`src/source/tomasuloPkg.sv`:
```
package tomasuloPkg;

   // ----------------------------------------------------------------------
   // Sizes and latencies
   // ----------------------------------------------------------------------
   localparam int DataWidth     = 16;  // Register value width
   localparam int RegCount      = 16;  // Architectural registers
   localparam int ProgDepth     = 64;  // Program memory words
   localparam int RobDepth      = 4;   // Value table entries
   localparam int StationDepth  = 2;   // Entries per station
   localparam int AddSubLatency = 2;   // Start to result, add/sub
   localparam int MulLatency    = 3;   // Start to result, mul
   localparam int DivLatency    = 4;   // Start to result, div

   typedef logic [3:0] regIdxT;                          // Register index
   typedef logic [5:0] pcT;                              // Program address
   typedef logic [1:0] robTagT;                          // Value table index and tag
   typedef logic [$clog2(StationDepth)-1:0] slotT;       // Station entry index

   // One opcode per nibble position 15:12
   typedef enum logic [3:0] {
      OpStall = 4'd0,
      OpAdd   = 4'd1,
      OpSub   = 4'd2,
      OpMul   = 4'd3,
      OpDiv   = 4'd4
   } opcodeT;

   // ----------------------------------------------------------------------
   // Structs passed between modules
   // ----------------------------------------------------------------------
   typedef struct packed {
      opcodeT op;      // Operation
      regIdxT dest;    // Destination
      regIdxT srcJ;    // First source
      regIdxT srcK;    // Second source
   } instrT;

   typedef struct packed {
      logic                 ready;  // Value valid
      logic [DataWidth-1:0] value;
      robTagT               tag;    // Producer when not ready
   } operandT;

   typedef struct packed {
      logic    valid;
      opcodeT  op;
      robTagT  robTag;   // Allocated table entry
      operandT opJ;
      operandT opK;
   } dispatchT;

   typedef struct packed {
      logic                 valid;
      robTagT               tag;
      logic [DataWidth-1:0] value;
   } cdbT;

   typedef struct packed {
      logic                 valid;
      regIdxT               dest;
      robTagT               tag;
      logic [DataWidth-1:0] value;
   } commitT;

   typedef struct packed {
      logic                 valid;
      opcodeT               op;
      logic [DataWidth-1:0] a;
      logic [DataWidth-1:0] b;
      robTagT               tag;
   } execReqT;

endpackage

```
`src/source/issueUnit.sv`:
```
`timescale 1ns/100ps

module issueUnit
   import tomasuloPkg::*;
(
   input  logic     Clock,
   input  logic     rst,
   input  logic     progWrite,
   input  pcT       progAddr,
   input  instrT    progWord,
   input  logic     start,
   input  logic [6:0] progLength,
   input  logic     robFree,
   input  logic     addFree,
   input  logic     mulFree,
   input  robTagT   robTag,
   input  operandT  opJ,
   input  operandT  opK,
   output regIdxT   srcJ,
   output regIdxT   srcK,
   output regIdxT   dest,
   output dispatchT dispatch,
   input  logic     robEmpty,
   output logic     done
);

   instrT      progMem [ProgDepth];  // Program store
   logic [6:0] pc;                   // One bit wider than pcT to reach 64
   logic [6:0] progLen;              // Latched at start
   logic       running;
   instrT      instr;
   logic       pending;              // Instructions left to issue
   logic       isAdd;
   logic       isMul;
   logic       stationFree;
   logic       canIssue;
   logic       advance;

   always_ff @(posedge Clock)
   begin
      if (progWrite)
         progMem[progAddr] <= progWord;          // Testbench load port
   end

   // ----------------------------------------------------------------------
   // Decode and dispatch decision
   // ----------------------------------------------------------------------
   assign instr       = progMem[pcT'(pc)];
   assign srcJ        = instr.srcJ;
   assign srcK        = instr.srcK;
   assign dest        = instr.dest;
   assign pending     = running && (pc < progLen);
   assign isAdd       = instr.op inside {OpAdd, OpSub};
   assign isMul       = instr.op inside {OpMul, OpDiv};
   assign stationFree = isMul ? mulFree : addFree;   // Route by class
   assign canIssue    = pending && (isAdd || isMul) && robFree && stationFree;
   assign advance     = canIssue || (pending && !isAdd && !isMul);  // Stall just skips

   always_comb
   begin
      dispatch.valid  = canIssue;
      dispatch.op     = instr.op;
      dispatch.robTag = robTag;          // Tail entry doubles as tag
      dispatch.opJ    = opJ;
      dispatch.opK    = opK;
   end

   always_ff @(posedge Clock)
   begin
      if (rst)
      begin
         pc      <= '0;
         progLen <= '0;
         running <= 1'b0;
         done    <= 1'b0;
      end
      else if (start)
      begin
         pc      <= '0;                  // Restart from address 0
         progLen <= progLength;
         running <= 1'b1;
         done    <= 1'b0;
      end
      else
      begin
         if (advance)
            pc <= pc + 7'd1;
         done <= running && (pc == progLen) && robEmpty;  // All issued and drained
      end
   end

   // Nothing issues once the program is reported done
   assert property (@(posedge Clock) disable iff (rst) done |-> !dispatch.valid);

endmodule

```
`src/source/registerStatus.sv`:
```
`timescale 1ns/100ps

module registerStatus
   import tomasuloPkg::*;
(
   input  logic                     Clock,
   input  logic                     rst,
   input  regIdxT                   srcJ,
   input  regIdxT                   srcK,
   input  regIdxT                   dest,
   input  dispatchT                 dispatch,
   input  operandT [RobDepth-1:0]   robPeek,
   input  commitT                   commit,
   input  regIdxT                   regAddr,
   output logic [DataWidth-1:0]     regData,
   output operandT                  opJ,
   output operandT                  opK
);

   logic [DataWidth-1:0] regs [RegCount];     // Committed values
   robTagT               tags [RegCount];     // Latest producer
   logic                 pendingMark [RegCount];

   // Register file, then value table, else wait on tag
   function automatic operandT lookup(regIdxT r);
      operandT o;
      operandT peek;
      peek    = robPeek[tags[r]];
      o.ready = 1'b1;
      o.value = regs[r];
      o.tag   = tags[r];
      if (pendingMark[r])
      begin
         o.ready = peek.ready;           // Result may already sit in the table
         o.value = peek.value;
      end
      return o;
   endfunction

   assign opJ     = lookup(srcJ);
   assign opK     = lookup(srcK);
   assign regData = regs[regAddr];       // Debug read port

   always_ff @(posedge Clock)
   begin
      if (rst)
      begin
         for (int i = 0; i < RegCount; i++)
         begin
            regs[i]        <= DataWidth'(i);   // Each register holds its index
            pendingMark[i] <= 1'b0;
         end
      end
      else
      begin
         if (commit.valid)
         begin
            regs[commit.dest] <= commit.value;
            if (tags[commit.dest] == commit.tag)
               pendingMark[commit.dest] <= 1'b0;  // Later rename keeps its mark
         end
         if (dispatch.valid)
         begin
            pendingMark[dest] <= 1'b1;   // Rename wins over same-cycle commit
            tags[dest]        <= dispatch.robTag;
         end
      end
   end

endmodule

```
`src/source/reservationStation.sv`:
```
`timescale 1ns/100ps

module reservationStation
   import tomasuloPkg::*;
#(
   parameter bit AcceptMul = 1'b0         // Set for the mul/div station
)
(
   input  logic     Clock,
   input  logic     rst,
   input  dispatchT dispatch,
   input  cdbT      cdb,
   input  logic     unitIdle,
   input  logic     grantMine,
   output execReqT  execReq,
   output logic     free
);

   dispatchT entry [StationDepth];   // valid doubles as busy
   logic     started [StationDepth]; // Entry handed to the unit
   slotT     runIdx;                 // Entry now in the unit
   slotT     freeIdx;
   slotT     reqIdx;
   logic     reqHit;
   logic     mine;
   dispatchT incoming;

   // Bus snoop for one operand
   function automatic operandT wake(operandT o);
      operandT w;
      w = o;
      if (!o.ready && cdb.valid && (cdb.tag == o.tag))
      begin
         w.ready = 1'b1;
         w.value = cdb.value;
      end
      return w;
   endfunction

   assign mine = dispatch.valid && ((dispatch.op inside {OpMul, OpDiv}) == AcceptMul);

   always_comb
   begin
      incoming     = dispatch;
      incoming.opJ = wake(dispatch.opJ);   // Same-cycle broadcast is not lost
      incoming.opK = wake(dispatch.opK);
   end

   // ----------------------------------------------------------------------
   // Free slot and ready pick, lowest index wins
   // ----------------------------------------------------------------------
   always_comb
   begin
      free    = 1'b0;
      freeIdx = '0;
      reqHit  = 1'b0;
      reqIdx  = '0;
      for (int i = StationDepth - 1; i >= 0; i--)
      begin
         if (!entry[i].valid)
         begin
            free    = 1'b1;
            freeIdx = slotT'(i);
         end
         if (entry[i].valid && !started[i] && entry[i].opJ.ready && entry[i].opK.ready)
         begin
            reqHit = 1'b1;
            reqIdx = slotT'(i);
         end
      end
   end

   always_comb
   begin
      execReq.valid = reqHit && unitIdle;    // One-cycle start strobe
      execReq.op    = entry[reqIdx].op;
      execReq.a     = entry[reqIdx].opJ.value;
      execReq.b     = entry[reqIdx].opK.value;
      execReq.tag   = entry[reqIdx].robTag;
   end

   always_ff @(posedge Clock)
   begin
      if (rst)
      begin
         for (int i = 0; i < StationDepth; i++)
         begin
            entry[i].valid <= 1'b0;
            started[i]     <= 1'b0;
         end
         runIdx <= '0;
      end
      else
      begin
         for (int i = 0; i < StationDepth; i++)
         begin
            entry[i].opJ <= wake(entry[i].opJ);
            entry[i].opK <= wake(entry[i].opK);
         end
         if (execReq.valid)
         begin
            started[reqIdx] <= 1'b1;
            runIdx          <= reqIdx;
         end
         if (grantMine)
         begin
            entry[runIdx].valid <= 1'b0;   // Result left on the bus
            started[runIdx]     <= 1'b0;
         end
         if (mine)
         begin
            entry[freeIdx]   <= incoming;
            started[freeIdx] <= 1'b0;
         end
      end
   end

   // Bus grant only for an entry the unit is running
   assert property (@(posedge Clock) disable iff (rst)
      grantMine |-> entry[runIdx].valid && started[runIdx]);

endmodule

```
`src/source/addSubUnit.sv`:
```
`timescale 1ns/100ps

module addSubUnit
   import tomasuloPkg::*;
(
   input  logic    Clock,
   input  logic    rst,
   input  execReqT execReq,
   input  logic    grant,
   output logic    idle,
   output cdbT     result
);

   logic       busy;
   logic [2:0] cnt;       // Cycles left
   execReqT    job;       // Held operands

   always_ff @(posedge Clock)
   begin
      if (rst)
      begin
         busy <= 1'b0;
         cnt  <= '0;
      end
      else if (execReq.valid)
      begin
         busy <= 1'b1;
         cnt  <= 3'(AddSubLatency - 1);
         job  <= execReq;
      end
      else if (grant)
         busy <= 1'b0;                  // Bus took the result
      else if (busy && (cnt != '0))
         cnt <= cnt - 3'd1;
   end

   assign idle         = !busy;
   assign result.valid = busy && (cnt == '0);   // Held until granted
   assign result.tag   = job.tag;
   assign result.value = (job.op == OpSub) ? job.a - job.b : job.a + job.b;

endmodule

```
`src/source/mulDivUnit.sv`:
```
`timescale 1ns/100ps

module mulDivUnit
   import tomasuloPkg::*;
(
   input  logic    Clock,
   input  logic    rst,
   input  execReqT execReq,
   input  logic    grant,
   output logic    idle,
   output cdbT     result
);

   logic                 busy;
   logic [2:0]           cnt;       // Cycles left
   execReqT              job;
   logic [DataWidth-1:0] quotient;

   always_ff @(posedge Clock)
   begin
      if (rst)
      begin
         busy <= 1'b0;
         cnt  <= '0;
      end
      else if (execReq.valid)
      begin
         busy <= 1'b1;
         cnt  <= (execReq.op == OpDiv) ? 3'(DivLatency - 1) : 3'(MulLatency - 1);
         job  <= execReq;
      end
      else if (grant)
         busy <= 1'b0;
      else if (busy && (cnt != '0))
         cnt <= cnt - 3'd1;
   end

   // Zero divisor gives all ones
   assign quotient = (job.b == '0) ? '1 : job.a / job.b;

   assign idle         = !busy;
   assign result.valid = busy && (cnt == '0);
   assign result.tag   = job.tag;
   assign result.value = (job.op == OpDiv) ? quotient : job.a * job.b;  // Low 16 bits

   // Station must wait for idle before starting a new job
   assert property (@(posedge Clock) disable iff (rst) execReq.valid |-> !busy);

endmodule

```
`src/source/reorderBuffer.sv`:
```
`timescale 1ns/100ps

module reorderBuffer
   import tomasuloPkg::*;
(
   input  logic                     Clock,
   input  logic                     rst,
   input  dispatchT                 dispatch,
   input  regIdxT                   dest,
   input  cdbT                      cdb,
   output logic                     robFree,
   output robTagT                   robTag,
   output logic                     robEmpty,
   output operandT [RobDepth-1:0]   robPeek,
   output commitT                   commit
);

   logic                 present [RobDepth];  // Result written
   regIdxT               destReg [RobDepth];
   logic [DataWidth-1:0] value [RobDepth];
   robTagT               head;                // Oldest entry
   robTagT               tail;                // Next allocation
   logic [$clog2(RobDepth):0] count;

   assign robFree  = (count != RobDepth);
   assign robEmpty = (count == '0);
   assign robTag   = tail;

   always_comb
   begin
      for (int i = 0; i < RobDepth; i++)
      begin
         robPeek[i].ready = present[i];
         robPeek[i].value = value[i];
         robPeek[i].tag   = robTagT'(i);
      end
   end

   // In-order commit of the head
   assign commit.valid = !robEmpty && present[head];
   assign commit.dest  = destReg[head];
   assign commit.tag   = head;
   assign commit.value = value[head];

   // ----------------------------------------------------------------------
   // Allocate, fill, retire
   // ----------------------------------------------------------------------
   always_ff @(posedge Clock)
   begin
      if (rst)
      begin
         for (int i = 0; i < RobDepth; i++)
            present[i] <= 1'b0;
         head  <= '0;
         tail  <= '0;
         count <= '0;
      end
      else
      begin
         if (cdb.valid)
         begin
            present[cdb.tag] <= 1'b1;   // Match by tag
            value[cdb.tag]   <= cdb.value;
         end
         if (commit.valid)
         begin
            present[head] <= 1'b0;
            head          <= head + robTagT'(1);
         end
         if (dispatch.valid)
         begin
            present[tail] <= 1'b0;
            destReg[tail] <= dest;
            tail          <= tail + robTagT'(1);
         end
         count <= count + (dispatch.valid ? 1'b1 : 1'b0) - (commit.valid ? 1'b1 : 1'b0);
      end
   end

   // Bus never rewrites a head that is retiring
   assert property (@(posedge Clock) disable iff (rst)
      commit.valid |-> !(cdb.valid && (cdb.tag == head)));

endmodule

```
`src/source/tomasuloCore.sv`:
```
`timescale 1ns/100ps

module tomasuloCore
   import tomasuloPkg::*;
(
   input  logic                 Clock,
   input  logic                 rst,
   input  logic                 progWrite,
   input  pcT                   progAddr,
   input  instrT                progWord,
   input  logic                 start,
   input  logic [6:0]           progLength,
   input  regIdxT               regAddr,
   output logic [DataWidth-1:0] regData,
   output logic                 done
);

   logic                   robFree;
   logic                   robEmpty;
   logic                   addFree;
   logic                   mulFree;
   robTagT                 robTag;
   operandT                opJ;
   operandT                opK;
   regIdxT                 srcJ;
   regIdxT                 srcK;
   regIdxT                 dest;
   dispatchT               dispatch;
   operandT [RobDepth-1:0] robPeek;
   commitT                 commit;
   execReqT                addReq;
   execReqT                mulReq;
   logic                   addIdle;
   logic                   mulIdle;
   cdbT                    addResult;
   cdbT                    mulResult;
   logic                   grantAdd;
   logic                   grantMul;
   cdbT                    cdb;

   // ----------------------------------------------------------------------
   // Bus grant, mul/div first
   // ----------------------------------------------------------------------
   assign grantMul = mulResult.valid;
   assign grantAdd = addResult.valid && !mulResult.valid;
   assign cdb      = grantMul ? mulResult : (grantAdd ? addResult : '0);

   issueUnit u_issue (
      .Clock, .rst, .progWrite, .progAddr, .progWord, .start, .progLength,
      .robFree, .addFree, .mulFree, .robTag, .opJ, .opK,
      .srcJ, .srcK, .dest, .dispatch, .robEmpty, .done
   );

   registerStatus u_regs (
      .Clock, .rst, .srcJ, .srcK, .dest, .dispatch, .robPeek, .commit,
      .regAddr, .regData, .opJ, .opK
   );

   reservationStation #(.AcceptMul(1'b0)) addStation (
      .Clock, .rst, .dispatch, .cdb,
      .unitIdle(addIdle), .grantMine(grantAdd), .execReq(addReq), .free(addFree)
   );

   reservationStation #(.AcceptMul(1'b1)) mulStation (
      .Clock, .rst, .dispatch, .cdb,
      .unitIdle(mulIdle), .grantMine(grantMul), .execReq(mulReq), .free(mulFree)
   );

   addSubUnit u_addSub (
      .Clock, .rst, .execReq(addReq), .grant(grantAdd), .idle(addIdle), .result(addResult)
   );

   mulDivUnit u_mulDiv (
      .Clock, .rst, .execReq(mulReq), .grant(grantMul), .idle(mulIdle), .result(mulResult)
   );

   reorderBuffer u_rob (
      .Clock, .rst, .dispatch, .dest, .cdb,
      .robFree, .robTag, .robEmpty, .robPeek, .commit
   );

endmodule

```
`config.mk`:
```
export PLATFORM = sky130hd
export DESIGN_NAME = tomasuloCore
export DESIGN_NICKNAME = d
export VERILOG_FILES = /design/src/source/tomasuloPkg.sv /design/src/source/issueUnit.sv /design/src/source/registerStatus.sv /design/src/source/reservationStation.sv /design/src/source/addSubUnit.sv /design/src/source/mulDivUnit.sv /design/src/source/reorderBuffer.sv /design/src/source/tomasuloCore.sv
export SDC_FILE = /design/constraint.sdc
export NUM_CORES = 2
export LEC_CHECK = 0
export BUFFER_PORTS_ARGS = -buffer_cell sky130_fd_sc_hd__buf_2
export CORE_ASPECT_RATIO = 1.2
export CORE_MARGIN = 3
export CORE_UTILIZATION = 45
export CTS_CLUSTER_SIZE = 25
export DETAILED_ROUTE_END_ITERATION = 12
export PLACE_DENSITY = 0.56
export REMOVE_ABC_BUFFERS = 1
export SETUP_SLACK_MARGIN = 0.02
export SYNTH_ARGS = -nofsm -noshare
export SYNTH_HDL_FRONTEND = slang
export SYNTH_SLANG_ARGS = --single-unit
```
`constraint.sdc`:
```
create_clock -name Clock -period 51.9 [get_ports Clock]
set_input_delay 7.785 -clock Clock [delete_from_list [all_inputs] [get_ports Clock]]
set_output_delay 7.785 -clock Clock [all_outputs]
set_load 0.005 [all_outputs]
```
==> impl_metrics.py <==
metrics = {
    "timing": {
        "fmax_mhz": 30.0,
        "setup_tns_ns": 0,
        "layout_setup_ws_ns": 18.58,
        "finalSetupViolations": 0,
        "final_min_period_over_clock_period": 0.642,
        "grt_setup_unrepaired": "false",
        "slew_headroom": 0.127,
        "timing.final.crit_period_ns": 33.32,
        "slew_viol_final": 0,
        "fin_worst_skew_ns": 0.0881,
        "hold_viol": 0,
        "tightest_slew_ns": 1.30,
    },
    "place": {
        "preCtsSetupSlack_ns": 19.10,
        "port_buffers": 53,
        "gp_routability_congestion": 0.852,
        "post-dp-hpwl_um": 172000,
        "post_dp_cell_area_um2": 91100,
    },
    "floorplanning": {
        "core.rowCount": 176,
        "design.portCount": 54,
        "die_x_um": 409,
        "design.core.area_um2": 193000,
        "initial_core_util": 0.455,
        "dieArea_um2": 200000,
        "fp.dieH_um": 489,
    },
    "hold_path": {
        "hold_path_depth": 2,
        "holdCritPathClass": "register to register",
        "timing.hold.worst_endpoint": "mulStation.started[1]$_SDFFE_PP0P_",
        "hp-start": "mulStation.started[1]$_SDFFE_PP0P_",
    },
    "finish": {
        "flow.area_growth_from_synthesis_pct": 10.5,
        "filler_cell_count": 16521,
        "final_design_area_no_fill_um2": 96800,
        "final_net_count": 6771,
        "post_route_cells_drive_above_1_share": 0.194,
        "area_taken_by_multi_input_logic_gates_um2": 34400,
        "layout.area.seq_um2": 50800,
    },
    "outcome": {
        "run_status": "completed",
    },
    "setup_path": {
        "ff2ff_path_depth": 132,
        "startpoint_type": "register",
        "timing.critical_path.slowest_cell_delay_ns": 0.99,
        "critPathMaxFanout": 22,
        "regToRegSetupSlack_ns": 18.58,
        "reg2reg_from": "u_mulDiv.job[17]$_DFFE_PP_",
        "slowest_stage": "sky130_fd_sc_hd__nor4_1",
        "crit_top_cell": "sky130_fd_sc_hd__o21a_1",
        "reg2reg_to": "mulStation.entry[0][2]$_DFFE_PP_",
        "crit_required_ns": 52.39,
        "critPathKind": "register to register",
        "arrival_ns": 33.81,
        "setup.worst_path.end_class": "register",
        "setup.worst_path.start": "u_mulDiv.job[17]$_DFFE_PP_",
    },
    "drt": {
        "avgViaCountPerCell": 6.12,
        "drc": 0,
        "wirelength_um": 265000,
        "vias": 55990,
        "drtAntennaViolNets": 0,
        "first_pass_drt_iterations": 6,
        "drt_iter0_drc": 5427,
        "routed_wire_per_std_cell_um": 29.0,
    },
    "clock_tree": {
        "cts_tree": "done",
        "clock-root-buffer": "sky130_fd_sc_hd__clkbuf_16",
        "clock_latency_ns": 0.84,
        "cts-root-to-sink-buffers": 3,
        "htreeDepth": 4,
        "holdBufCountCts": 0,
        "cts_post_setup_buffers_inserted": 0,
        "cts.sink_count": 1713,
        "post_cts_resized": 0,
        "worst_setup_hold_path_clk_slew_ns": 0.06,
        "cts-buffers-inserted": 172,
    },
    "pwr": {
        "p_int_mw": 2.33,
        "power_density_nw_per_um2": 31.3,
        "comb_power_share": 0.080,
        "power.net_switching_mw": 0.706,
        "worst_ir_drop_vdd_mv": 0.0342,
        "power.share.sequential": 0.508,
        "fraction_of_power_spent_switching_nets": 0.233,
        "clock_power_share": 0.412,
        "p_leak_nw": 33.0,
    },
    "global_route": {
        "grt_pass1_vias": 55875,
        "antenna_found_initial": 25,
        "grt_start_max_net_pins": 109,
        "first_pass_grt_wire_length_um": 388000,
        "grt_overflow": 0,
        "globalRouteTotalUtil": 0.263,
    },
    "logic_synthesis": {
        "synthMostInstantiatedCell": "sky130_fd_sc_hd__edfxtp_1",
        "synthesis.area_per_instance_um2": 13.8,
        "synth_async_sr_flop_share": 0,
        "number_of_warnings_issued_by_yosys": 0,
        "post-synth-top-area-fraction": 0.565,
        "ys_top_cells_by_area": "sky130_fd_sc_hd__edfxtp_1 (57%), sky130_fd_sc_hd__mux4_2 (9.5%), sky130_fd_sc_hd__mux2i_1 (3.7%)",
        "synth_top_cell_by_area": "sky130_fd_sc_hd__edfxtp_1",
        "yosys_most_used_dff": "sky130_fd_sc_hd__edfxtp_1",
        "number_of_cells_produced_by_synthesis": 6370,
        "ys_seq_area_frac": 0.580,
        "yosys-top-cells-count": "sky130_fd_sc_hd__edfxtp_1 (1648), sky130_fd_sc_hd__nor2_1 (719), sky130_fd_sc_hd__nand2_1 (456), sky130_fd_sc_hd__mux4_2 (371), sky130_fd_sc_hd__mux2i_1 (327)",
        "synth.distinct_cells": 109,
        "synth.ff_latch_count": 1713,
        "synth_enable_flop_cells": 1648,
        "syn-cell-area_um2": 87600,
    },
    "flow_run": {
        "max-cap-violations": 0,
    },
}
## through the flow
step | hold slack, ns | cells | util | total power [mW]
global route | 0.504 | 9139 | 0.502 | 3.13
finish | 0.468 | 9142 | 0.502 | 3.03
CTS | 0.471 | 9137 | 0.502 | 3.05
floorplan | 0.433 | 5993 | - | 1.73
detailed placement | 0.464 | 8830 | 0.473 | 1.81
global placement | 0.455 | 8830 | 0.473 | 1.81
## per-layer routing
metal / up-vias / global-route usage / share of wire
li1: 24417 / - / -
met1: 28884 / 0.361 / 0.42
met2: 2176 / 0.438 / 0.48
met3: 499 / 0.0361 / 0.066
met4: 14 / 0.0810 / 0.032
met5: - / 0 / 0.00039
## how the worst max path moves through the flow
stage	slack (ns)	to
after CTS	18.89	mulStation.entry[0][2]$_DFFE_PP_
final	18.58	mulStation.entry[0][2]$_DFFE_PP_
after detailed placement	19.10	mulStation.entry[0][2]$_DFFE_PP_
after floorplan	22.41	addStation.entry[0][2]$_DFFE_PP_
after global placement	19.54	mulStation.entry[0][2]$_DFFE_PP_
after global routing	15.36	addStation.entry[0][2]$_DFFE_PP_
## placed cells by master (no fill, tap or decap), drive strengths merged, types with 44 or more instances in the layout
cell / netlist / routed
a21oi: 209 / 209
ha: 228 / 228
nor3: 84 / 84
dfxtp: 65 / 65
o211ai: 53 / 53
clkinv: 1 / 62
nand3: 97 / 97
fa: 82 / 82
mux2i: 327 / 327
mux4: 372 / 372
nand2: 457 / 457
inv: 234 / 237
clkbuf: 238 / 223
nor2: 720 / 720
o21ai: 285 / 285
edfxtp: 1648 / 1648
and2: 44 / 44
o21a: 68 / 68
mux2: 251 / 251
buf: 144 / 257
xnor2: 104 / 104
## worst max-delay path: cells and delay by family, from the launching register on
family | cells | cell delay, ns
compound gates | 85 | 19.70
simple gates | 22 | 5.37
fa+ha+maj | 15 | 4.57
mux | 6 | 1.82
buf+inv | 4 | 0.95
flops | 1 | 0.53
## power by group through the flow
stage                     sequential [mW]  clock [mW]  combinational (mW)
after detailed placement             1.57           0               0.241
after global placement               1.57           0               0.240
after CTS                            1.54        1.27               0.242
final                                1.54        1.25               0.243
after global routing                 1.54        1.32               0.262
after floorplan                      1.57           0               0.160
## cell type report
| cell class | instances | share of cell area |
|---|---|---|
| timing repair buffer | 257 | 0.0188 |
| tap | 2581 | 0.0334 |
| antenna | 4 | 0.000103 |
| inverter | 235 | 0.00912 |
| multi-input combinational | 4045 | 0.355 |
| clock inverter | 84 | 0.0109 |
| clock buffer | 223 | 0.0472 |
| sequential | 1713 | 0.525 |
## flip-flops by register name (all words and copies together), names as in the netlist, 2 cells and up, named ones only
signal	cells
u_issue.progMem	1024
u_regs.tags	32
u_addSub.cnt	3
u_addSub.result	2
u_addSub.job	36
u_mulDiv.cnt	3
u_regs.pendingMark	16
mulStation.entry	90
mulStation.started	2
u_mulDiv.job	36
u_regs.regs	256
u_mulDiv.result	2
u_rob.destReg	16
u_rob.present	4
u_rob.robTag	2
u_rob.value	64
addStation.started	2
u_rob.count	3
u_issue.pc	7
u_rob.head	2
addStation.entry	90
u_issue.progLen	7
## cell families (layout without fill, tap and decap cells)
family / count (synthesis) / in the layout / share of synthesized area
mux: 950 / 950 / 0.165
fa+ha+maj: 310 / 310 / 0.0513
compound gates: 995 / 995 / 0.0748
flops: 1713 / 1713 / 0.580
other cells: 1 / 10 / 0.0000428
buf+inv: 617 / 799 / 0.0315
simple gates: 1645 / 1645 / 0.0832
xor+xnor: 139 / 139 / 0.0139
Power figures use the tool's default switching activity.
